<file path="src/hw/wh_mem_pkg.sv">
// shared widths, counts and types for the wormhole memory subsystem
// NUM_IN must equal 2**CID_W, the arbiter pointer wraps on its own width
// header fields sit in the low bits, reserved bits are zero in responses
// test memory holds MEM_WORDS words addressed by ADDR_W bits

`default_nettype none

package wh_mem_pkg;

  localparam int FLIT_W     = 32;
  localparam int NUM_IN     = 4;
  localparam int CID_W      = 2;
  localparam int LEN_W      = 4;
  localparam int ADDR_W     = 8;
  localparam int MEM_WORDS  = 256;
  localparam int FIFO_DEPTH = 4;

  localparam int HDR_RSVD_W = FLIT_W - CID_W - 2 - LEN_W;

  // flit buffer pointer and occupancy widths
  localparam int FIFO_PTR_W = $clog2(FIFO_DEPTH);
  localparam int FIFO_CNT_W = $clog2(FIFO_DEPTH + 1);
  localparam logic [FIFO_CNT_W-1:0] FIFO_FULL = FIFO_CNT_W'(FIFO_DEPTH);
  localparam logic [FIFO_PTR_W-1:0] FIFO_LAST = FIFO_PTR_W'(FIFO_DEPTH - 1);

  typedef logic [FLIT_W-1:0] flit_t;

  typedef enum logic [1:0] {
    OP_READ,
    OP_WRITE,
    OP_READ_RESP,
    OP_WRITE_RESP
  } wh_op_e;

  // len counts the flits after the header
  typedef struct packed {
    logic [HDR_RSVD_W-1:0] rsvd;
    logic [CID_W-1:0]      cid;
    wh_op_e                op;
    logic [LEN_W-1:0]      len;
  } wh_hdr_t;

  typedef enum logic [2:0] {
    S_HDR,
    S_ADDR,
    S_DATA,
    S_RESP_HDR,
    S_RESP_DATA
  } mem_state_e;

endpackage

`default_nettype wire

</file>
<file path="src/hw/wh_flit_fifo.sv">
// FIFO_DEPTH entry flit queue with ready/valid on both sides
// a written flit can leave on the next cycle, no same-cycle bypass
// in_ready_o depends only on occupancy

`timescale 1ns/10ps
`default_nettype none

module wh_flit_fifo (
  input  logic              clk_i,
  input  logic              rst_i,
  input  logic              in_v_i,
  input  wh_mem_pkg::flit_t in_flit_i,
  output logic              in_ready_o,
  output logic              out_v_o,
  output wh_mem_pkg::flit_t out_flit_o,
  input  logic              out_ready_i
);

  wh_mem_pkg::flit_t                   mem [wh_mem_pkg::FIFO_DEPTH];
  logic [wh_mem_pkg::FIFO_PTR_W-1:0]   wr_ptr_q;
  logic [wh_mem_pkg::FIFO_PTR_W-1:0]   rd_ptr_q;
  logic [wh_mem_pkg::FIFO_CNT_W-1:0]   count_q;
  logic                                push;
  logic                                pop;

  function automatic logic [wh_mem_pkg::FIFO_PTR_W-1:0] next_ptr(
    input logic [wh_mem_pkg::FIFO_PTR_W-1:0] ptr
  );
    return (ptr == wh_mem_pkg::FIFO_LAST) ? '0 : ptr + 1'b1;
  endfunction

  assign in_ready_o = (count_q != wh_mem_pkg::FIFO_FULL);
  assign out_v_o    = (count_q != '0);
  assign out_flit_o = mem[rd_ptr_q];

  assign push = in_v_i & in_ready_o;
  assign pop  = out_v_o & out_ready_i;

  always_ff @(posedge clk_i) begin
    if (push) begin
      mem[wr_ptr_q] <= in_flit_i;
    end
  end

  always_ff @(posedge clk_i) begin
    if (rst_i) begin
      wr_ptr_q <= '0;
      rd_ptr_q <= '0;
      count_q  <= '0;
    end else begin
      if (push) begin
        wr_ptr_q <= next_ptr(wr_ptr_q);
      end
      if (pop) begin
        rd_ptr_q <= next_ptr(rd_ptr_q);
      end
      case ({push, pop})
        2'b10:   count_q <= count_q + 1'b1;
        2'b01:   count_q <= count_q - 1'b1;
        default: count_q <= count_q;
      endcase
    end
  end

endmodule

`default_nettype wire

</file>
<file path="config.mk">
export PLATFORM = sky130hd
export DESIGN_NAME = wh_flit_fifo
export DESIGN_NICKNAME = d
export VERILOG_FILES = /design/src/hw/wh_mem_pkg.sv /design/src/hw/wh_flit_fifo.sv
export SDC_FILE = /design/constraint.sdc
export NUM_CORES = 1
export LEC_CHECK = 0
export BUFFER_PORTS_ARGS = -buffer_cell sky130_fd_sc_hd__buf_2
export CORE_MARGIN = 2
export CORE_UTILIZATION = 54
export DETAILED_ROUTE_END_ITERATION = 8
export GPL_ROUTABILITY_DRIVEN = 0
export PLACE_DENSITY = 0.76
export SYNTH_ARGS = -nofsm -noshare
export SYNTH_HDL_FRONTEND = slang
export SYNTH_SLANG_ARGS = --single-unit
</file>
<file path="constraint.sdc">
create_clock -name clk_i -period 7.6 [get_ports clk_i]
set_clock_uncertainty 0.15 [all_clocks]
set_input_delay 0.76 -clock clk_i [delete_from_list [all_inputs] [get_ports clk_i]]
set_output_delay 0.76 -clock clk_i [all_outputs]
set_load 0.05 [all_outputs]
</file>
==> qor.csv, run 1 <==
metric,value,unit
outcome,"finished, final reports clean",
synthesized cell area,0.005101,mm2
Leak,2.105,nW
Via-to-Cell Ratio,5.598,
final hold violations,0,
setup TNS,0,ns
Area contributors post-synth,"edfxtp_1 75%, mux4_2 14%, dfxtp_1 3.5%",
startpoint type of the worst setup path,flip-flop,
Max Clock Freq,0.3152,GHz
yosys warns,0,
min cycle time layout,3.173,ns
Hold Path Cell Cnt,1,
Antenna Cells,0,
number of global-route vias before repair,2492,
Compound-Gate Fraction of Synth Area,0.8830,%
Antenna Nets Post-Route,0,
Non-Filler Instances,423,
postcts setup bufs,0,
placed cell count,391,
worst slew pin tran,0.8694,ns
FF-to-FF End,count_q[2],
#FFs+latches synth,137,
"EDFF count, synth",128,
fraction of layout cells with a size suffix above 1,44.87,%
largest net degree at the start of global routing,33,
CTS Buf Count,17,
clk buf depth,2,
utilization after layout,66.27,%
adder-cell area share of the yosys netlist,1.864,%
post-synthesis mux area share,14.52,%
switching share of power,32.57,%
1st-iter DRT viols,129,
H-tree depth,4,
area grow syn2layout,19.48,%
gr usage total,18.23,%
Max Slew Vio Count,0,
Syn Nets,262,
Site Rows,35,
hold wc startpoint,in_flit_i[17],
"count leader, synth",edfxtp_1,
Slew Limit Headroom,42.04,%
synthesized area per cell,23.29,um2
CP Capture Type,output pin,
IO Pins,70,
Comb power frac,26.5,%
simple-gate share of the synthesized area,2.011,%
R2R setup slack,4.92,ns
Chip Height,101.2,um
Sinks on Clock Net,137,
Avg WL per Cell,20.00,um
RSZ-0062 raised after global routing,false,
Final HPWL DP,4761,um
drt total wl,8462,um
post-synthesis xor/xnor area fraction,0.3434,%
DRC viols,0,
global-route wire length before repair,13190,um
root buf cell,clkbuf_8,
starting density of the core,55.47,%
cell taking the most area after synthesis,edfxtp_1,
Clock power frac,32.6,%
Post-DP Area,0.005543,mm2
TritonRoute pass-1 iters,5,
"Seq/Total Area, Yosys",78.88,%
R2R depth,8,
fin area,0.006095,mm2
Die Area,0.01024,mm2
Multi-input gate area,0.001002,mm2
"Arr. time, crit path",2.26,ns
Die Span X,101.2,um
setup slack after layout,4.427,ns
initial antenna violation count,0,
TritonCTS clock tree,yes,
Hold Path Sink,mem[2][17],
nets,342,
RR Startpoint,count_q[2],
Filler Cell Count,619,
internal power,0.001564,W
Synth Flop Type,edfxtp_1,
Switch Pwr,0.0007558,W
main combinational cell family by area after synthesis,multiplexers,
worst hold-check path type,input pin to flip-flop,
"Clk Latency, worst-skew pair",0.51,ns
core area,0.009196,mm2
Sequential Area,0.004026,mm2
Cell Pwr Density,380.7,mW/mm2
pre-CTS WS,4.905,ns
hold_buf cts,0,
Resized cells post-CTS,0,
Netlist cell types,26,
kind of critical path,flip-flop to output pin,
Commonest cells post-synth,"128 x edfxtp_1, 32 x mux4_2, 9 x dfxtp_1",
area share of the largest cell type after synthesis,75.35,%
period utilization,41.75,%
clock transition at the registers of the reported paths,0.06,ns
max_cap viols,0,
Crit path required time,6.69,ns
post-synthesis instance total,219,
ys async rst share,0,%
critical-path maximum fanout,28,
Worst IR Drop VDD,0.2278,mV
PortBufs,69,
routed vias,2368,
share of power burned in registers,40.9,%
final setup fails,0,
grt ovf,0,
==> worst max-delay path, cell delays in order, from the launching register on <==
cell	delay, ns
dfxtp_2	0.40
buf_4	0.51
mux4_2	0.60
buf_2	0.23
==> per-layer routing <==
| metal | global-route usage, % | part of all wire, % | routed length (um) |
|---|---|---|---|
| met3 | 6.625 | 5.9 | 499 |
| met5 | 0 | 0 | 0 |
| met2 | 28.07 | 50 | 4229 |
| met4 | 6.549 | 0.77 | 65 |
| met1 | 24.48 | 43 | 3666 |
==> worst max path at each step <==
stage | slack (ns) | start | end | cells past startpoint
2_1_floorplan | 5.15 | count_q[2] | count_q[2] | 9
3_3_place_gp | 4.91 | flip-flop | out_flit_o[25] | 3
3_5_place_dp | 4.90 | flip-flop | out_flit_o[25] | 3
4_1_cts | 4.33 | flip-flop | out_flit_o[25] | 3
5_1_grt | 4.26 | flip-flop | out_flit_o[20] | 3
6_report | 4.43 | flip-flop | out_flit_o[25] | 3
==> cell usage in the layout (no fill, tap or decap) <==
cell,netlist,routed
edfxtp_1,128,128
buf_2,1,69
mux4_2,32,32
clkbuf_16,0,16
dfxtp_1,9,7
inv_1,6,6
ha_1,6,6
and3_2,3,4
nor2_1,4,4
clkinvlp_4,0,4
a21oi_1,3,3
clkinv_2,0,3
or3_2,2,2
xor2_1,2,2
or3_1,2,2
mux2i_1,2,2
nand2b_1,2,2
dfxtp_2,0,2
clkinv_1,0,2
bufinv_16,0,2
clkbuf_1,0,2
clkinv_4,0,2
o31ai_1,1,1
or3b_1,1,1
nand2_2,1,1
a211o_1,1,1
o21ai_2,1,1
nand2_1,1,1
o21ai_0,1,1
fa_1,1,1
clkbuf_8,0,1
buf_4,3,1
==> registers in the layout, summed over array words and instances, names as in the netlist, named ones only <==
name	flops
count_q	3
mem	128
rd_ptr_q	2
wr_ptr_q	2
==> cells by family after synthesis <==
logic type               after synthesis
AND/OR/NAND/NOR                       17
multiplexers                          34
buffers and inverters                 15
AO/OA/AOI/OAI                          7
flip-flops                           137
adder cells (fa/ha/maj)                7
XOR/XNOR                               2
==> power groups by stage <==
stage	combinational, W	sequential [W]	clock [W]
after floorplan	0.000512	0.000942	0
after global placement	0.000615	0.000961	0
after detailed placement	0.000619	0.000964	0
after CTS	0.000625	0.000951	0.000768
after global routing	0.000651	0.000957	0.000799
final	0.000615	0.000949	0.000757
==> metrics by stage <==
stage	hold slack, ns	total power (W)
after floorplan	0.3134	0.001454
after global placement	0.3504	0.001576
after detailed placement	0.3577	0.001583
after CTS	0.2771	0.002344
after global routing	0.2911	0.002407
final	0.3052	0.002320
==> area by class of cell <==
class | instances | area share (%)
Tap cell | 111 | 2.279
Sequential cell | 137 | 66.06
Inverter | 6 | 0.3695
Clock buffer | 19 | 6.918
Multi-Input combinational cell | 67 | 16.44
Timing Repair Buffer | 70 | 5.789
Clock inverter | 13 | 2.135
Note: power is estimated with default switching activity, not from simulation.
==> run 2, diff against run 1 <==
==> constraint.sdc (replaced) <==
create_clock -name clk_i -period 3.3 [get_ports clk_i]
set_clock_uncertainty 0.15 [all_clocks]
set_input_delay 0.33 -clock clk_i [delete_from_list [all_inputs] [get_ports clk_i]]
set_output_delay 0.33 -clock clk_i [all_outputs]
set_load 0.05 [all_outputs]
==> qor.csv, run 2 (synthesis gave the netlist of run 1 again) <==
metric,value,unit
outcome,"finished, final reports clean",
Biggest register,mem,
setup TNS,0,ns
starting density of the core,55.47,%
root buf cell,clkbuf_8,
TritonCTS clock tree,yes,
Leak,2.329,nW
max_cap viols,0,
Crit path largest cell delay,0.67,ns
Die Area,0.01024,mm2
Avg WL per Cell,19.01,um
Max Clock Freq,0.3716,GHz
nets,376,
R2R setup slack,0.76,ns
RR Startpoint,count_q[2],
max reg flops,128,
CP Capture Type,output pin,
Crit path required time,2.82,ns
FF-to-FF End,count_q[2],
hold wc startpoint,out_ready_i,
Site Rows,35,
global-route wire length before repair,13300,um
Sinks on Clock Net,137,
clk buf depth,2,
CTS Buf Count,17,
worst slew pin tran,0.8891,ns
min cycle time layout,2.691,ns
period utilization,81.55,%
area grow syn2layout,29.16,%
core area,0.009196,mm2
"commonest non-fill, non-tap cell in the layout",edfxtp_1,
Resized cells post-CTS,0,
"Clk Latency, worst-skew pair",0.49,ns
Hold Path Cell Cnt,4,
fraction of layout cells with a size suffix above 1,40.75,%
Filler Cell Count,561,
largest net degree at the start of global routing,33,
most frequent cells in the layout,"128 x edfxtp_1, 69 x buf_2, 34 x dlygate4sd3_1, 32 x mux4_2, 16 x clkbuf_16",
R2R depth,8,
final hold violations,0,
Max Slew Vio Count,0,
drt total wl,8686,um
Chip Height,101.2,um
final setup fails,0,
routed vias,2536,
"Arr. time, crit path",2.21,ns
Final HPWL DP,4733,um
PortBufs,69,
Antenna Nets Post-Route,0,
H-tree depth,4,
gr usage total,18.24,%
number of global-route vias before repair,2624,
biggest regs,"mem: 128 flops, count_q: 3 flops",
cells along the critical path,buf_12 > mux4_2 > buf_2,
Worst IR Drop VDD,0.4679,mV
worst hold-check path type,input pin to flip-flop,
clock transition at the registers of the reported paths,0.05,ns
Cell Pwr Density,883.9,mW/mm2
Slew Limit Headroom,40.72,%
1st-iter DRT viols,103,
setup slack after layout,0.6087,ns
Die Span X,101.2,um
CP max-delay cell,dfxtp_2,
DRC viols,0,
startpoint type of the worst setup path,flip-flop,
total power,0.005824,W
critical-path maximum fanout,19,
RSZ-0062 raised after global routing,false,
grt ovf,0,
kind of critical path,flip-flop to output pin,
Antenna Cells,0,
Via-to-Cell Ratio,5.549,
initial antenna violation count,0,
pre-CTS WS,0.7910,ns
TritonRoute pass-1 iters,4,
IO Pins,70,
==> run 2: cell count changes in the layout (fill, tap and decap cells not counted), sizes merged <==
cell | previous run | this run
bufinv | 2 | 8
clkbuf | 19 | 18
clkinv | 7 | 6
clkinvlp | 4 | 0
dlygate4sd3 | 0 | 34
==> run 2: power by group <==
| part | internal [W] | switching, W | leakage, nW |
|---|---|---|---|
| registers | 0.00210 | 0.000114 | 1.25 |
| logic | 0.000477 | 0.000950 | 0.742 |
| clock network | 0.00153 | 0.000658 | 0.338 |
| total | 0.00410 | 0.00172 | 2.33 |
==> run 2: worst max-delay path by stage <==
stage	cells past startpoint	endpoint	startpoint	slack (ns)
6_report	3	out_flit_o[11]	flip-flop	0.61
3_5_place_dp	8	count_q[2]	count_q[2]	0.79
3_3_place_gp	8	count_q[2]	count_q[2]	0.86
5_1_grt	3	out_flit_o[11]	flip-flop	0.45
4_1_cts	3	out_flit_o[11]	flip-flop	0.51
2_1_floorplan	9	count_q[2]	count_q[2]	0.85
==> run 2: routing by layer <==
| metal | vias up | routed length (um) | track usage [%] |
|---|---|---|---|
| li1 | 1137 | - | - |
| met1 | 1315 | 3575 | 22.52 |
| met2 | 80 | 4652 | 30.82 |
| met5 | - | 0 | 0 |
| met4 | 0 | 64 | 7.484 |
| met3 | 4 | 394 | 4.969 |
==> run 2: layout make-up <==
cell class	instances	area (um2)	share of cell area (%)
Sequential cell	137	4026	61.11
Multi-Input combinational cell	67	1002	15.21
Clock inverter	14	275.3	4.178
Inverter	6	22.52	0.3418
Clock buffer	18	417.9	6.343
Timing Repair Buffer	104	705.7	10.71
Tap cell	111	138.9	2.108
==> run 2: what timing repair did <==
item                      4_1_cts  5_1_grt
hold buffers                   34        0
setup buffers                   0        0
hold endpoints to repair      136        0
==> run 2: critical path: cells and delay by family, from the launching register on <==
family | cells | cell delay, ns
mux | 1 | 0.54
buf+inv | 2 | 0.50
flops | 1 | 0.67
==> run 2: stage by stage <==
stage	util (%)	instances	hold slack (ns)	area [um2]
after floorplan	-	219	0.2789	5101
after global placement	60.41	391	0.3254	5555
after detailed placement	60.41	391	0.3451	5555
after CTS	71.65	457	0.1142	6589
after global routing	71.65	457	0.1269	6589
final	71.65	457	0.1423	6589
==> run 3, diff against run 2 <==
==> constraint.sdc (replaced) <==
create_clock -name clk_i -period 2.8 [get_ports clk_i]
set_clock_uncertainty 0.15 [all_clocks]
set_input_delay 0.28 -clock clk_i [delete_from_list [all_inputs] [get_ports clk_i]]
set_output_delay 0.28 -clock clk_i [all_outputs]
set_load 0.05 [all_outputs]
==> qor.csv, run 3 (synthesis gave the netlist of run 1 again) <==
metric,value,unit
CP Buf/Inv Count,1,
fin area,0.006519,mm2
worst slew pin tran,0.8736,ns
largest net degree at the start of global routing,33,
outcome,"finished, final reports clean",
grt ovf,0,
starting density of the core,55.47,%
1st-iter DRT viols,127,
Die Span X,101.2,um
CTS Buf Count,17,
worst hold-check path type,input pin to flip-flop,
Chip Height,101.2,um
Crit path largest cell delay,0.47,ns
Multi-input gate area,0.001002,mm2
max_cap viols,0,
cells along the critical path,or3b_1 > nand2_2 > ha_1 > inv_1 > fa_1 > xor2_1 > or3_2 > a21oi_1,
Worst IR Drop VDD,0.5387,mV
IO Pins,70,
drt total wl,8641,um
"Arr. time, crit path",2.83,ns
fraction of layout cells with a size suffix above 1,41.67,%
PortBufs,69,
minimum hold slack,0.03805,ns
Avg WL per Cell,18.83,um
Leak,2.298,nW
TritonRoute pass-1 iters,6,
Filler Cell Count,565,
Sinks on Clock Net,137,
biggest regs,"mem: 128 flops, count_q: 3 flops",
CP Capture Type,flip-flop,
"Clk Latency, worst-skew pair",0.50,ns
max reg flops,128,
Die Area,0.01024,mm2
RSZ-0062 raised after global routing,false,
initial antenna violation count,0,
Antenna Nets Post-Route,0,
Resized cells post-CTS,0,
TritonCTS clock tree,yes,
core area,0.009196,mm2
Sequential Area,0.004026,mm2
postcts setup bufs,0,
Worst path top cell family by delay,simple AND/OR/NAND/NOR gates,
clock transition at the registers of the reported paths,0.06,ns
final hold violations,0,
Max Slew Vio Count,0,
final setup fails,0,
most frequent cells in the layout,"128 x edfxtp_1, 69 x buf_2, 34 x dlygate4sd3_1, 32 x mux4_2, 16 x clkbuf_16",
Post-DP Area,0.005565,mm2
kind of critical path,flip-flop to flip-flop,
Max Clock Freq,0.3935,GHz
DRC viols,0,
startpoint type of the worst setup path,flip-flop,
nets,379,
Cell Pwr Density,1007,mW/mm2
global-route wire length before repair,13630,um
root buf cell,clkbuf_8,
Biggest register,mem,
"commonest non-fill, non-tap cell in the layout",edfxtp_1,
area grow syn2layout,27.79,%
Site Rows,35,
min cycle time layout,2.541,ns
Crit path required time,3.09,ns
gr usage total,18.71,%
number of global-route vias before repair,2703,
clk buf depth,2,
Slew Limit Headroom,41.76,%
Via-to-Cell Ratio,5.359,
Final HPWL DP,4939,um
CP max-delay cell,or3b_1,
routed vias,2460,
H-tree depth,4,
critical-path maximum fanout,7,
setup TNS,0,ns
Antenna Cells,0,
period utilization,90.76,%
-- run 3: worst reg2reg max path, stage by stage (launching register included) --
cell,delay [ns]
dfxtp_1,0.37
or3b_1,0.47
nand2_2,0.15
ha_1,0.19
inv_1,0.06
fa_1,0.37
xor2_1,0.16
or3_2,0.40
a21oi_1,0.14
-- run 3: metrics by stage --
stage / utilization [%] / instances / total power (W) / setup slack, ns
6_report: 70.88 / 459 / 0.006562 / 0.2588
5_1_grt: 70.88 / 459 / 0.006811 / 0.09770
4_1_cts: 70.88 / 459 / 0.006626 / 0.2509
3_5_place_dp: 60.52 / 394 / 0.004312 / 0.2652
3_3_place_gp: 60.52 / 394 / 0.004282 / 0.3628
2_1_floorplan: - / 219 / 0.003945 / 0.3516
-- run 3: metal layers --
| metal | wire (um) | vias to the layer above | track usage [%] | share of wire (%) |
|---|---|---|---|---|
| met4 | 95 | 0 | 6.549 | 1.1 |
| met2 | 4496 | 62 | 30.97 | 52 |
| met5 | 0 | - | 0 | 0 |
| li1 | - | 1148 | - | - |
| met1 | 3678 | 1241 | 23.77 | 43 |
| met3 | 370 | 9 | 5.797 | 4.3 |
-- run 3: cell type report --
type / instances / share of cell area, %
sequential: 137 / 61.77
timing repair buffer: 107 / 10.98
clock inverter: 13 / 2.994
multi-input combinational: 67 / 15.37
inverter: 6 / 0.3455
tap: 111 / 2.131
clock buffer: 18 / 6.411
-- run 3: path summary, 6_finish.rpt --
path | start | end | slack, ns | cells after the start
setup / recovery | count_q[2] | count_q[2] | 0.26 | 8
hold / removal | out_ready_i | flip-flop | 0.04 | 4
setup reg to reg | count_q[2] | count_q[2] | 0.26 | 8
hold reg to reg | rd_ptr_q[0] | flip-flop | 0.35 | 2
-- run 3: timing repair --
action	in CTS	in global routing
hold buffers	34	0
setup endpoints to repair	0	0
endpoints found under the hold margin	137	0
-- run 3: power breakdown --
group | total (W) | internal, W | switching, W
clock | 0.00228 | 0.00145 | 0.000823
sequential | 0.00255 | 0.00247 | 0.0000811
combinational | 0.00173 | 0.000558 | 0.00117
total | 0.00656 | 0.00448 | 0.00208
