File: config.mk
export PLATFORM = sky130hd
export DESIGN_NAME = wh_concentrator
export DESIGN_NICKNAME = d
export VERILOG_FILES = /design/src/hw/wh_mem_pkg.sv /design/src/hw/wh_concentrator.sv
export SDC_FILE = /design/constraint.sdc
export NUM_CORES = 1
export LEC_CHECK = 0
export BUFFER_PORTS_ARGS = -buffer_cell sky130_fd_sc_hd__buf_4
export CAP_MARGIN = 15
export CORE_AREA = 2 2 133 135
export CTS_BUF_LIST = sky130_fd_sc_hd__clkbuf_8
export CTS_CLUSTER_DIAMETER = 50
export DETAILED_ROUTE_END_ITERATION = 12
export DIE_AREA = 0 0 135 137
export PLACE_DENSITY_LB_ADDON = 0.12
export SLEW_MARGIN = 5
export SYNTH_ARGS = -nofsm -noshare
export SYNTH_HDL_FRONTEND = slang
export SYNTH_SLANG_ARGS = --single-unit
File: constraint.sdc
create_clock -name clk_i -period 2.4 [get_ports clk_i]
set_input_delay 0 -clock clk_i [delete_from_list [all_inputs] [get_ports clk_i]]
set_output_delay 0 -clock clk_i [all_outputs]
set_load 0.1 [all_outputs]
File: src/hw/wh_mem_pkg.sv
// shared widths, counts and types for the wormhole memory subsystem
// NUM_IN must equal 2**CID_W, the arbiter pointer wraps on its own width
// header fields sit in the low bits, reserved bits are zero in responses
// test memory holds MEM_WORDS words addressed by ADDR_W bits

`default_nettype none

package wh_mem_pkg;

  localparam int FLIT_W     = 32;
  localparam int NUM_IN     = 4;
  localparam int CID_W      = 2;
  localparam int LEN_W      = 4;
  localparam int ADDR_W     = 8;
  localparam int MEM_WORDS  = 256;
  localparam int FIFO_DEPTH = 4;

  localparam int HDR_RSVD_W = FLIT_W - CID_W - 2 - LEN_W;

  // flit buffer pointer and occupancy widths
  localparam int FIFO_PTR_W = $clog2(FIFO_DEPTH);
  localparam int FIFO_CNT_W = $clog2(FIFO_DEPTH + 1);
  localparam logic [FIFO_CNT_W-1:0] FIFO_FULL = FIFO_CNT_W'(FIFO_DEPTH);
  localparam logic [FIFO_PTR_W-1:0] FIFO_LAST = FIFO_PTR_W'(FIFO_DEPTH - 1);

  typedef logic [FLIT_W-1:0] flit_t;

  typedef enum logic [1:0] {
    OP_READ,
    OP_WRITE,
    OP_READ_RESP,
    OP_WRITE_RESP
  } wh_op_e;

  // len counts the flits after the header
  typedef struct packed {
    logic [HDR_RSVD_W-1:0] rsvd;
    logic [CID_W-1:0]      cid;
    wh_op_e                op;
    logic [LEN_W-1:0]      len;
  } wh_hdr_t;

  typedef enum logic [2:0] {
    S_HDR,
    S_ADDR,
    S_DATA,
    S_RESP_HDR,
    S_RESP_DATA
  } mem_state_e;

endpackage

`default_nettype wire

File: src/hw/wh_concentrator.sv
// merges NUM_IN request links into one wormhole stream, round robin per packet
// request header cid is overwritten with the granted input index
// responses are steered by header cid and held until len flits have passed
// grants open only once the first cycle after reset has gone by

`timescale 1ns/10ps
`default_nettype none

module wh_concentrator (
  input  logic                                        clk_i,
  input  logic                                        rst_i,
  input  logic [wh_mem_pkg::NUM_IN-1:0]               req_v_i,
  input  wh_mem_pkg::flit_t [wh_mem_pkg::NUM_IN-1:0]  req_flit_i,
  output logic [wh_mem_pkg::NUM_IN-1:0]               req_ready_o,
  output logic                                        cat_v_o,
  output wh_mem_pkg::flit_t                           cat_flit_o,
  input  logic                                        cat_ready_i,
  input  logic                                        ret_v_i,
  input  wh_mem_pkg::flit_t                           ret_flit_i,
  output logic                                        ret_ready_o,
  output logic [wh_mem_pkg::NUM_IN-1:0]               resp_v_o,
  output wh_mem_pkg::flit_t [wh_mem_pkg::NUM_IN-1:0]  resp_flit_o,
  input  logic [wh_mem_pkg::NUM_IN-1:0]               resp_ready_i
);

  logic                          en_q;

  logic                          req_open_q;
  logic [wh_mem_pkg::CID_W-1:0]  grant_q;
  logic [wh_mem_pkg::CID_W-1:0]  last_q;
  logic [wh_mem_pkg::LEN_W-1:0]  req_cnt_q;
  logic [wh_mem_pkg::CID_W-1:0]  pick;
  logic                          pick_v;
  logic [wh_mem_pkg::CID_W-1:0]  req_sel;
  logic                          req_fire;
  wh_mem_pkg::wh_hdr_t           req_hdr;

  logic                          ret_open_q;
  logic [wh_mem_pkg::CID_W-1:0]  route_q;
  logic [wh_mem_pkg::LEN_W-1:0]  ret_cnt_q;
  logic [wh_mem_pkg::CID_W-1:0]  route;
  logic                          ret_fire;
  wh_mem_pkg::wh_hdr_t           ret_hdr;

  // search starts one past the last winner
  always_comb begin : rr_pick
    logic [wh_mem_pkg::CID_W-1:0] idx;
    idx    = last_q;
    pick   = last_q;
    pick_v = 1'b0;
    for (int k = 0; k < wh_mem_pkg::NUM_IN; k++) begin
      idx = idx + 1'b1;
      if (!pick_v && req_v_i[idx]) begin
        pick   = idx;
        pick_v = 1'b1;
      end
    end
  end

  always_comb begin
    req_sel     = req_open_q ? grant_q : pick;
    req_hdr     = wh_mem_pkg::wh_hdr_t'(req_flit_i[pick]);
    req_hdr.cid = pick;
    cat_v_o     = req_open_q ? req_v_i[grant_q] : (en_q & pick_v);
    cat_flit_o  = req_open_q ? req_flit_i[grant_q] : wh_mem_pkg::flit_t'(req_hdr);
    req_ready_o = '0;
    req_ready_o[req_sel] = cat_ready_i & (req_open_q | (en_q & pick_v));
  end

  assign req_fire = cat_v_o & cat_ready_i;

  always_ff @(posedge clk_i) begin
    if (rst_i) begin
      en_q       <= 1'b0;
      req_open_q <= 1'b0;
      grant_q    <= '0;
      last_q     <= '1;
      req_cnt_q  <= '0;
    end else begin
      en_q <= 1'b1;
      if (req_fire) begin
        if (!req_open_q) begin
          // header accepted, lock the link for its body
          last_q     <= pick;
          grant_q    <= pick;
          req_cnt_q  <= req_hdr.len;
          req_open_q <= (req_hdr.len != '0);
        end else begin
          req_cnt_q  <= req_cnt_q - 1'b1;
          req_open_q <= ((req_cnt_q - 1'b1) != '0);
        end
      end
    end
  end

  // return path
  always_comb begin
    ret_hdr     = wh_mem_pkg::wh_hdr_t'(ret_flit_i);
    route       = ret_open_q ? route_q : ret_hdr.cid;
    resp_v_o    = '0;
    resp_v_o[route] = ret_v_i;
    resp_flit_o = {wh_mem_pkg::NUM_IN{ret_flit_i}};
    ret_ready_o = resp_ready_i[route];
  end

  assign ret_fire = ret_v_i & ret_ready_o;

  always_ff @(posedge clk_i) begin
    if (rst_i) begin
      ret_open_q <= 1'b0;
      route_q    <= '0;
      ret_cnt_q  <= '0;
    end else if (ret_fire) begin
      if (!ret_open_q) begin
        route_q    <= ret_hdr.cid;
        ret_cnt_q  <= ret_hdr.len;
        ret_open_q <= (ret_hdr.len != '0);
      end else begin
        ret_cnt_q  <= ret_cnt_q - 1'b1;
        ret_open_q <= ((ret_cnt_q - 1'b1) != '0);
      end
    end
  end

endmodule

`default_nettype wire

==> results of run 1 <==
## power breakdown
part	switching (mW)	internal, mW
logic	2.19	1.04
registers	0.0431	0.314
clock network	0.111	0.115
## layer usage
layer,track usage,up-vias
li1,-,1910
met1,0.1625,1924
met3,0.02593,32
met4,0.04456,0
met2,0.2583,154
met5,0,-
## layout make-up
| type | instances | area (um^2) | area share |
|---|---|---|---|
| clock buffer | 3 | 41.29 | 0.007761 |
| clock inverter | 1 | 5.005 | 0.0009407 |
| inverter | 10 | 37.54 | 0.007056 |
| multi-input combinational | 331 | 2699 | 0.5073 |
| sequential | 17 | 345.3 | 0.06491 |
| tap | 225 | 281.5 | 0.05292 |
| timing repair buffer | 229 | 1911 | 0.3591 |
## sequential cells by signal (all words and copies together), names as in the netlist
register	cells
en_q	1
grant_q	2
last_q	2
req_cnt_q	4
req_open_q	1
ret_cnt_q	4
ret_open_q	1
route_q	2
## cells by family (layout without fill, tap and decap cells)
kind of cell / count (synthesis) / after routing / share of synthesized area
buffers and inverters: 178 / 243 / 0.2844
AND/OR/NAND/NOR: 141 / 141 / 0.1584
AO/OA/AOI/OAI: 131 / 131 / 0.2314
multiplexers: 53 / 53 / 0.2281
flip-flops: 17 / 17 / 0.08144
adder cells (fa/ha/maj): 4 / 4 / 0.01198
XOR/XNOR: 2 / 2 / 0.004192
## metrics by stage
| stage | hold WS [ns] | setup slack [ns] | std cells | setup TNS (ns) |
|---|---|---|---|---|
| detailed placement | 0.001619 | 0.2559 | 803 | 0 |
| finish | 0.00006765 | 0.1422 | 816 | 0 |
| global route | 0.0003563 | 0.02034 | 816 | 0 |
| floorplan | 0.09993 | -0.3196 | 526 | -0.3196 |
| CTS | 0.001619 | 0.009627 | 808 | 0 |
| global placement | 0.001619 | 0.3019 | 803 | 0 |
## path summary, 6_finish.rpt
| path | start | slack, ns | end |
|---|---|---|---|
| setup / recovery | last_q[0]$_SDFFE_PP1P_ | 0.14 | cat_flit_o[29] |
| hold reg to reg | ret_cnt_q[1]$_SDFFE_PP0P_ | 0.52 | ret_cnt_q[1]$_SDFFE_PP0P_ |
| setup reg to reg | last_q[0]$_SDFFE_PP1P_ | 0.43 | req_open_q$_SDFFE_PP0P_ |
| hold / removal | ret_flit_i[19] | 0.00007 | resp_flit_o[19] |
## cells in the final DEF (no fill, tap or decap), drive strengths merged, types with 3 or more instances in the layout
| cell | n |
|---|---|
| nor2 | 21 |
| nand3 | 3 |
| nand2b | 7 |
| and2 | 27 |
| dfxtp | 17 |
| inv | 10 |
| a22oi | 3 |
| mux2 | 5 |
| o21ai | 17 |
| a21o | 26 |
| clkbuf | 5 |
| a311oi | 28 |
| mux2i | 15 |
| a31oi | 3 |
| mux4 | 33 |
| nor2b | 3 |
| buf | 226 |
| a21oi | 17 |
| a211oi | 28 |
| ha | 4 |
| nand2 | 68 |
| nor3 | 4 |
## repair_timing
item / 4_1_cts / 5_1_grt
gates resized for setup: 3 / 26
hold endpoints to repair: 2 / 0
setup endpoints to repair: 3 / 26
pin swaps: 0 / 5
buffers inserted: 0 / 6
hold buffers: 1 / 0
gates cloned: 0 / 2
==> reports/summary.txt, run 1 <==
CORE AREA -> 0.01706 mm^2
Ratio of cells with drive above 1 in the final layout -> 0.4958
Routed wl met2 -> 7786 um
Post-Synthesis Cells -> 526
Post-synth ARST share -> 0
Yosys warns -> 0
Worst vdd ir -> 307.8 uV
Hold depth -> 0
Synth top area cells -> buf_4 24%, mux4_2 18%, dfxtp_1 8.1%
R2R depth -> 8
Worst-path cell chain -> and2b_1, o21ai_2, o21a_4, buf_12, and2_1, a211oi_1, a311oi_1, a21o_1, buf_4
Fmax -> 442.9 MHz
Max Slew Vio Count -> 0
Met3 WL -> 965 um
Max-cap violations -> 0
Root buf cell -> clkbuf_8
Synth Cell Area -> 0.004179 mm^2
CP required -> 2.40 ns
Worst Hold Class -> in2out
Crit-path max FO -> 28
Final hold violation count -> 0
Util after Layout -> 0.3119
First-pass GRT wire length -> 20,810 um
Most used DFF post-synth -> dfxtp_1
Crit path DAT -> 2.26 ns
Initial antenna violation count -> 0
Area leader, netlist -> buf_4
Die Width -> 135 um
Pin slew with the least headroom to its limit -> 0.6808 ns
Critical path's top delay family -> compound AO/OA/AOI/OAI gates
Final Total Pwr -> 3.808 mW
# DRC -> 0
Largest net degree at the start of global routing -> 61
Max Buffers Root-to-Sink -> 2
Final WL -> 14,850 um
Crit Path Category -> reg2out
Yosys top cell area share -> 0.2407
Seq cells post-synth -> 17
Commonest cells post-synth -> 134 x buf_4, 67 x nand2_1, 33 x mux4_2
Register clock-pin slew on the reported worst setup and hold paths -> 0.07 ns
Final Cycle Share -> 0.9408
P&R area growth vs syn -> 27.31%
Post-Layout Inst Area -> 0.005320 mm^2
Die footprint -> 0.01850 mm^2
Pre-antenna DRT Iters -> 4
Ports -> 342
EDFF count, synth -> 0
Register area share after synthesis -> 0.08144
CP peak stage delay -> 0.34 ns
Max Used Layer -> met4
Worst relative slew slack -> 0.5461
Critical path depth in cells -> 9
All-layer global routing usage -> 0.1397
Syn avg cell area -> 7.945 um^2
Critical Path Slowest Stage Cell -> dfxtp_2
Bufs and invs on worst path -> 2
Fillers -> 1,865
Worst-Skew Late Latency -> 0.26 ns
CP startpoint kind -> register
Antenna cells -> 0
Syn Nets -> 702
Initial Utilization -> 0.2450
CTS tree -> built
Drt wl/cell -> 18.20 um
Vias per cell -> 4.926
Vias after detailed routing -> 4,020
Final HPWL DP -> 10,730 um
Iter 0 DRT Violations -> 203
RSZ-0062 raised after global routing -> false
# setup viols final -> 0
Power per cell area -> 715.7 mW/mm^2
Total CTS buffers -> 3
Total global routing overflow -> 0
Num Clock Sinks -> 17
Nets -> 768
Placed Area -> 0.005056 mm^2
Clock skew -> 0.009823 ns
Outcome -> complete, no violations
Die height -> 137 um
Vias in the first global route -> 3,925
WL met1 -> 5801 um
Placer congestion estimate -> 0.7997
Crit. End Element -> output port
CTS H-tree depth -> 1
Cell with the most instances after synthesis -> buf_4
Post-route ant nets -> 0
Minimum clock period -> 2.258 ns
Row count -> 48
Synth cell types -> 45
Leak -> 2.321 nW
Port Buffer Count -> 211
(Power assumes the default switching activity.)
==> inputs of run 2 (changes only) <==
--- a/config.mk
+++ b/config.mk
@@ -7,11 +7,12 @@
 export LEC_CHECK = 0
 export BUFFER_PORTS_ARGS = -buffer_cell sky130_fd_sc_hd__buf_4
 export CAP_MARGIN = 15
-export CORE_AREA = 2 2 133 135
+export CORE_ASPECT_RATIO = 2
+export CORE_MARGIN = 5
+export CORE_UTILIZATION = 25
 export CTS_BUF_LIST = sky130_fd_sc_hd__clkbuf_8
 export CTS_CLUSTER_DIAMETER = 50
 export DETAILED_ROUTE_END_ITERATION = 12
-export DIE_AREA = 0 0 135 137
 export PLACE_DENSITY_LB_ADDON = 0.12
 export SLEW_MARGIN = 5
 export SYNTH_ARGS = -nofsm -noshare
==> run 2 against run 1 <==
  * Critical path type unchanged
  * Largest cell class unchanged
  * Critical endpoint is now cat_flit_o[11]
  * Clock-buffer cell count is the same
  * Cell area shrank 0.12%
  * Critical path depth is the same
  * Clock power shrank 4%
  * First-iteration DRC count shrank 20%
  * Sequential power is essentially flat
  * Global-route usage shrank 1.2 points
  * Routed wire length shrank 9.1%
  * Total power shrank 0.15%
==> reports/summary.txt, run 2 (synthesis gave the netlist of run 1 again) <==
Worst-Skew Late Latency -> 0.25 ns
Vias after detailed routing -> 3,937
Sequential Power Share -> 0.093
Setup_tns -> 0 ns
Total CTS buffers -> 3
P&R area growth vs syn -> 27.16%
CP startpoint kind -> register
All-layer global routing usage -> 0.1275
CTS tree -> built
Sequential Area -> 344.1 um^2
Final WL -> 13,500 um
Max Buffers Root-to-Sink -> 2
Crit-path max FO -> 36
Placer congestion estimate -> 0.7611
Initial antenna violation count -> 0
Internal power -> 1.487 mW
Worst Hold Class -> in2out
Die Width -> 101.4 um
Vias per cell -> 4.915
Antenna cells -> 0
First-pass GRT wire length -> 20,680 um
Crit. End Element -> output port
Fillers -> 1,778
Fmax -> 451.6 MHz
Sw Ratio -> 0.6088
Port Buffer Count -> 211
Total global routing overflow -> 0
Final HPWL DP -> 10,510 um
Pre-antenna DRT Iters -> 4
Vias in the first global route -> 3,980
# DRC -> 0
Outcome -> complete, no violations
Die height -> 192.8 um
Num Clock Sinks -> 17
Ports -> 342
Most frequent cells in the layout -> 199 x buf_4, 67 x nand2_1, 33 x mux4_2
Row count -> 67
Switching Power -> 2.314 mW
Post-route ant nets -> 0
CTS H-tree depth -> 1
Critical Path Slowest Stage Cell -> dfxtp_1
Register clock-pin slew on the reported worst setup and hold paths -> 0.07 ns
Max-cap violations -> 0
Fin worst setup slack -> 0.1854 ns
Crit Path Category -> reg2out
Hold_sp -> ret_flit_i[21]
Commonest non-fill, non-tap cell in the layout -> buf_4
Largest net degree at the start of global routing -> 61
Worst reg2reg path startpoint -> last_q[0]$_SDFFE_PP1P_
CORE AREA -> 0.01660 mm^2
Iter 0 DRT Violations -> 163
Final Cycle Share -> 0.9227
Die footprint -> 0.01956 mm^2
CP peak stage delay -> 0.35 ns
Drt wl/cell -> 16.86 um
Pre-CTS WS -> 0.2910 ns
Leak -> 2.331 nW
Multi-input logic area -> 0.002693 mm^2
CP required -> 2.40 ns
Worst vdd ir -> 460.8 uV
Crit path DAT -> 2.21 ns
Minimum clock period -> 2.215 ns
Final hold violation count -> 0
Crit path launch -> last_q[0]$_SDFFE_PP1P_
Clock power frac -> 0.058
Worst relative slew slack -> 0.6279
Root buf cell -> clkbuf_8
Critical path's top delay family -> compound AO/OA/AOI/OAI gates
Pin slew with the least headroom to its limit -> 0.5581 ns
Max Slew Vio Count -> 0
Initial Utilization -> 0.2518
Worst-path cell chain -> and2b_1, o21ai_2, o21a_2, buf_12, and2_1, a211oi_1, a311oi_1, a21o_1, buf_6
Logic gate share of total power -> 0.849
Clock skew -> 0.007929 ns
Bufs and invs on worst path -> 2
Largest regs -> req_cnt_q (4), ret_cnt_q (4)
RSZ-0062 raised after global routing -> true
# setup viols final -> 0
Power per cell area -> 715.5 mW/mm^2
Ratio of cells with drive above 1 in the final layout -> 0.4966
Nets -> 771
==> run 2: changes by cell type in the layout (fill, tap and decap cells not counted), sizes merged <==
| cell | previous run | this run |
|---|---|---|
| buf | 226 | 231 |
| clkbuf | 5 | 3 |
==> run 2: worst reg2reg max path, stage by stage, from the launching register on <==
cell,delay (ns)
dfxtp_1,0.35
and2b_1,0.20
o21ai_0,0.20
and2_4,0.24
buf_4,0.16
mux2_2,0.38
and4_1,0.21
o41ai_2,0.19
==> run 2: area by class of cell <==
cell class	count	area share
repair buffers	232	0.3640
well taps	207	0.04874
clock buffers	3	0.007770
clock inverters	1	0.0009418
multi-input cells	331	0.5067
flip-flops and latches	17	0.06475
inverters	10	0.007064
==> run 2: final timing paths <==
path	slack (ns)	depth (start not counted)	endpoint
worst min-delay path	0.00004	0	resp_flit_o[21]
worst max-delay path	0.19	9	cat_flit_o[11]
worst max register to register	0.37	7	req_open_q$_SDFFE_PP0P_
worst min register to register	0.53	2	ret_cnt_q[3]$_SDFFE_PP0P_
==> run 2: stage by stage <==
step | util | instances | hold slack (ns) | power [mW] | area (um^2)
3_3_place_gp | 0.3055 | 790 | 0.001619 | 3.434 | 5071
3_5_place_dp | 0.3055 | 790 | 0.001619 | 3.431 | 5071
4_1_cts | 0.3090 | 795 | 0.001619 | 3.664 | 5129
2_1_floorplan | - | 526 | 0.09993 | 3.539 | 4218
6_report | 0.3201 | 801 | 0.00004108 | 3.802 | 5314
5_1_grt | 0.3201 | 801 | 0.0003365 | 4.005 | 5314
==> run 2: what timing repair did <==
item,in CTS,in global routing
pin swaps,0,6
gates resized for setup,1,37
hold buffers,1,0
buffers inserted,0,6
hold endpoints to repair,2,0
endpoints found under the setup margin,3,26
==> run 2: power by group through the flow <==
| stage | logic, mW | registers (mW) | clock network (mW) |
|---|---|---|---|
| after floorplan | 3.20 | 0.339 | 0 |
| after global placement | 3.07 | 0.361 | 0 |
| after detailed placement | 3.07 | 0.360 | 0 |
| after CTS | 3.08 | 0.353 | 0.230 |
| after global routing | 3.40 | 0.360 | 0.243 |
| final | 3.23 | 0.354 | 0.219 |
==> run 2: metal layers <==
| layer | vias to the layer above | wire length [um] | track usage |
|---|---|---|---|
| li1 | 1924 | - | - |
| met1 | 1812 | 6074 | 0.1790 |
| met2 | 199 | 5911 | 0.1892 |
| met3 | 2 | 1470 | 0.04740 |
| met4 | 0 | 47 | 0.01997 |
| met5 | - | 0 | 0 |
==> inputs of run 3 (changes only) <==
--- a/config.mk
+++ b/config.mk
@@ -13,7 +13,6 @@
 export CTS_BUF_LIST = sky130_fd_sc_hd__clkbuf_8
 export CTS_CLUSTER_DIAMETER = 50
 export DETAILED_ROUTE_END_ITERATION = 12
-export PLACE_DENSITY_LB_ADDON = 0.12
 export SLEW_MARGIN = 5
 export SYNTH_ARGS = -nofsm -noshare
 export SYNTH_HDL_FRONTEND = slang
==> run 3 against run 2 <==
  * Setup slack got worse by 0.053 ns
  * Non-clock buffer count shrank 6
  * Register-to-register slack gained 0.11 ns
  * Clock-buffer cell count is the same
  * Via count up 1.5%
  * Combinational power fell by 1%
  * Die area unchanged
  * Largest cell class unchanged
==> reports/summary.txt, run 3 (synthesis gave the netlist of run 1 again) <==
Fin worst setup slack -> 0.1322 ns
Worst-Skew Late Latency -> 0.25 ns
Minimum clock period -> 2.268 ns
Worst-path cell chain -> and2b_1, o21ai_2, o21a_2, buf_12, and2_1, a211oi_1, a311oi_1, a21o_1, buf_4
Worst vdd ir -> 541.7 uV
Placer congestion estimate -> 0.8522
Critical path's top delay family -> compound AO/OA/AOI/OAI gates
Crit. End Element -> output port
Crit Path Category -> reg2out
Vias per cell -> 5.025
Nets -> 765
Bufs and invs on worst path -> 2
Die footprint -> 0.01956 mm^2
First-pass GRT wire length -> 19,990 um
Pre-antenna DRT Iters -> 4
Total global routing overflow -> 0
# setup viols final -> 0
Register clock-pin slew on the reported worst setup and hold paths -> 0.07 ns
CTS H-tree depth -> 1
Die height -> 192.8 um
Max Used Layer -> met4
Max Buffers Root-to-Sink -> 2
Pin slew with the least headroom to its limit -> 0.5609 ns
Largest regs -> req_cnt_q (4), ret_cnt_q (4)
Largest net degree at the start of global routing -> 39
Met3 WL -> 1457 um
All-layer global routing usage -> 0.1229
Outcome -> complete, no violations
Initial antenna violation count -> 0
Ports -> 342
CP required -> 2.40 ns
Die Width -> 101.4 um
Port Buffer Count -> 211
Final Cycle Share -> 0.9449
Num Clock Sinks -> 17
Row count -> 67
Crit path DAT -> 2.27 ns
Power per cell area -> 715.7 mW/mm^2
Max-cap violations -> 0
Vias in the first global route -> 4,090
Drt wl/cell -> 16.03 um
Leak -> 2.297 nW
# DRC -> 0
Final WL -> 12,750 um
RSZ-0062 raised after global routing -> false
Final HPWL DP -> 10,480 um
CTS tree -> built
Vias after detailed routing -> 3,995
Most frequent cells in the layout -> 207 x buf_4, 67 x nand2_1, 33 x mux4_2
Initial Utilization -> 0.2518
Commonest non-fill, non-tap cell in the layout -> buf_4
Worst relative slew slack -> 0.6260
Setup_tns -> 0 ns
Antenna cells -> 0
Critical Path Slowest Stage Cell -> dfxtp_2
CORE AREA -> 0.01660 mm^2
Max Slew Vio Count -> 0
WL met1 -> 4970 um
P&R area growth vs syn -> 25.48%
Worst Hold Class -> in2out
Iter 0 DRT Violations -> 123
Clock skew -> 0.001672 ns
Pre-CTS WS -> 0.2969 ns
CP peak stage delay -> 0.34 ns
Post-route ant nets -> 0
Total CTS buffers -> 3
Routed wl met2 -> 6136 um
Crit-path max FO -> 33
Final hold violation count -> 0
Ratio of cells with drive above 1 in the final layout -> 0.4949
Fmax -> 441.0 MHz
CP startpoint kind -> register
Root buf cell -> clkbuf_8
==> run 3: cell types whose count changed in the layout (fill, tap and decap cells not counted) <==
cell,before,now
dlygate4sd3_1,1,0
dfxtp_1,14,13
buf_6,20,7
buf_4,199,207
buf_8,7,2
buf_12,5,10
dfxtp_2,3,4
==> run 3: routing by layer <==
metal  GRT usage  vias up
li1            -     1915
met4     0.02458        0
met5           0        -
met3     0.04161       24
met1      0.1483     1853
met2      0.2104      203
==> run 3: layout make-up <==
type / instances / area [um^2]
clock buffers: 3 / 41.29
clock inverters: 1 / 5.005
fillers: 1755 / 11350
inverters: 10 / 37.54
multi-input cells: 331 / 2693
flip-flops and latches: 17 / 345.3
well taps: 207 / 259.0
repair buffers: 226 / 1863
==> run 3: worst paths after layout <==
| path | cells past startpoint | end | slack (ns) | startpoint |
|---|---|---|---|---|
| worst max register to register | 8 | req_open_q$_SDFFE_PP0P_ | 0.48 | last_q[0]$_SDFFE_PP1P_ |
| worst min-delay path | 0 | resp_flit_o[127] | 0.00007 | ret_flit_i[31] |
| worst min register to register | 2 | last_q[0]$_SDFFE_PP1P_ | 0.52 | last_q[0]$_SDFFE_PP1P_ |
| worst max-delay path | 9 | cat_flit_o[29] | 0.13 | last_q[0]$_SDFFE_PP1P_ |
==> run 3: repair_timing <==
action,in CTS,in global routing
gates resized for setup,0,31
setup endpoints to repair,0,26
hold buffers,0,0
setup buffers,0,1
==> run 3: through the flow <==
stage	instance area, um^2	instances	hold WS, ns	utilization	power, mW
finish	5244	795	0.00006764	0.3159	3.753
global route	5244	795	0.0003693	0.3159	3.953
CTS	5105	794	0.001427	0.3076	3.642
detailed placement	5059	790	0.001676	0.3048	3.415
global placement	5059	790	0.001676	0.3048	3.395
floorplan	4218	526	0.09993	-	3.539
==> run 3: power by group <==
group	switching [mW]	leakage, nW	internal [mW]	total, mW
clock	0.104	0.0255	0.115	0.219
combinational	2.16	2.13	1.03	3.19
sequential	0.0337	0.141	0.314	0.348
total	2.30	2.30	1.46	3.75
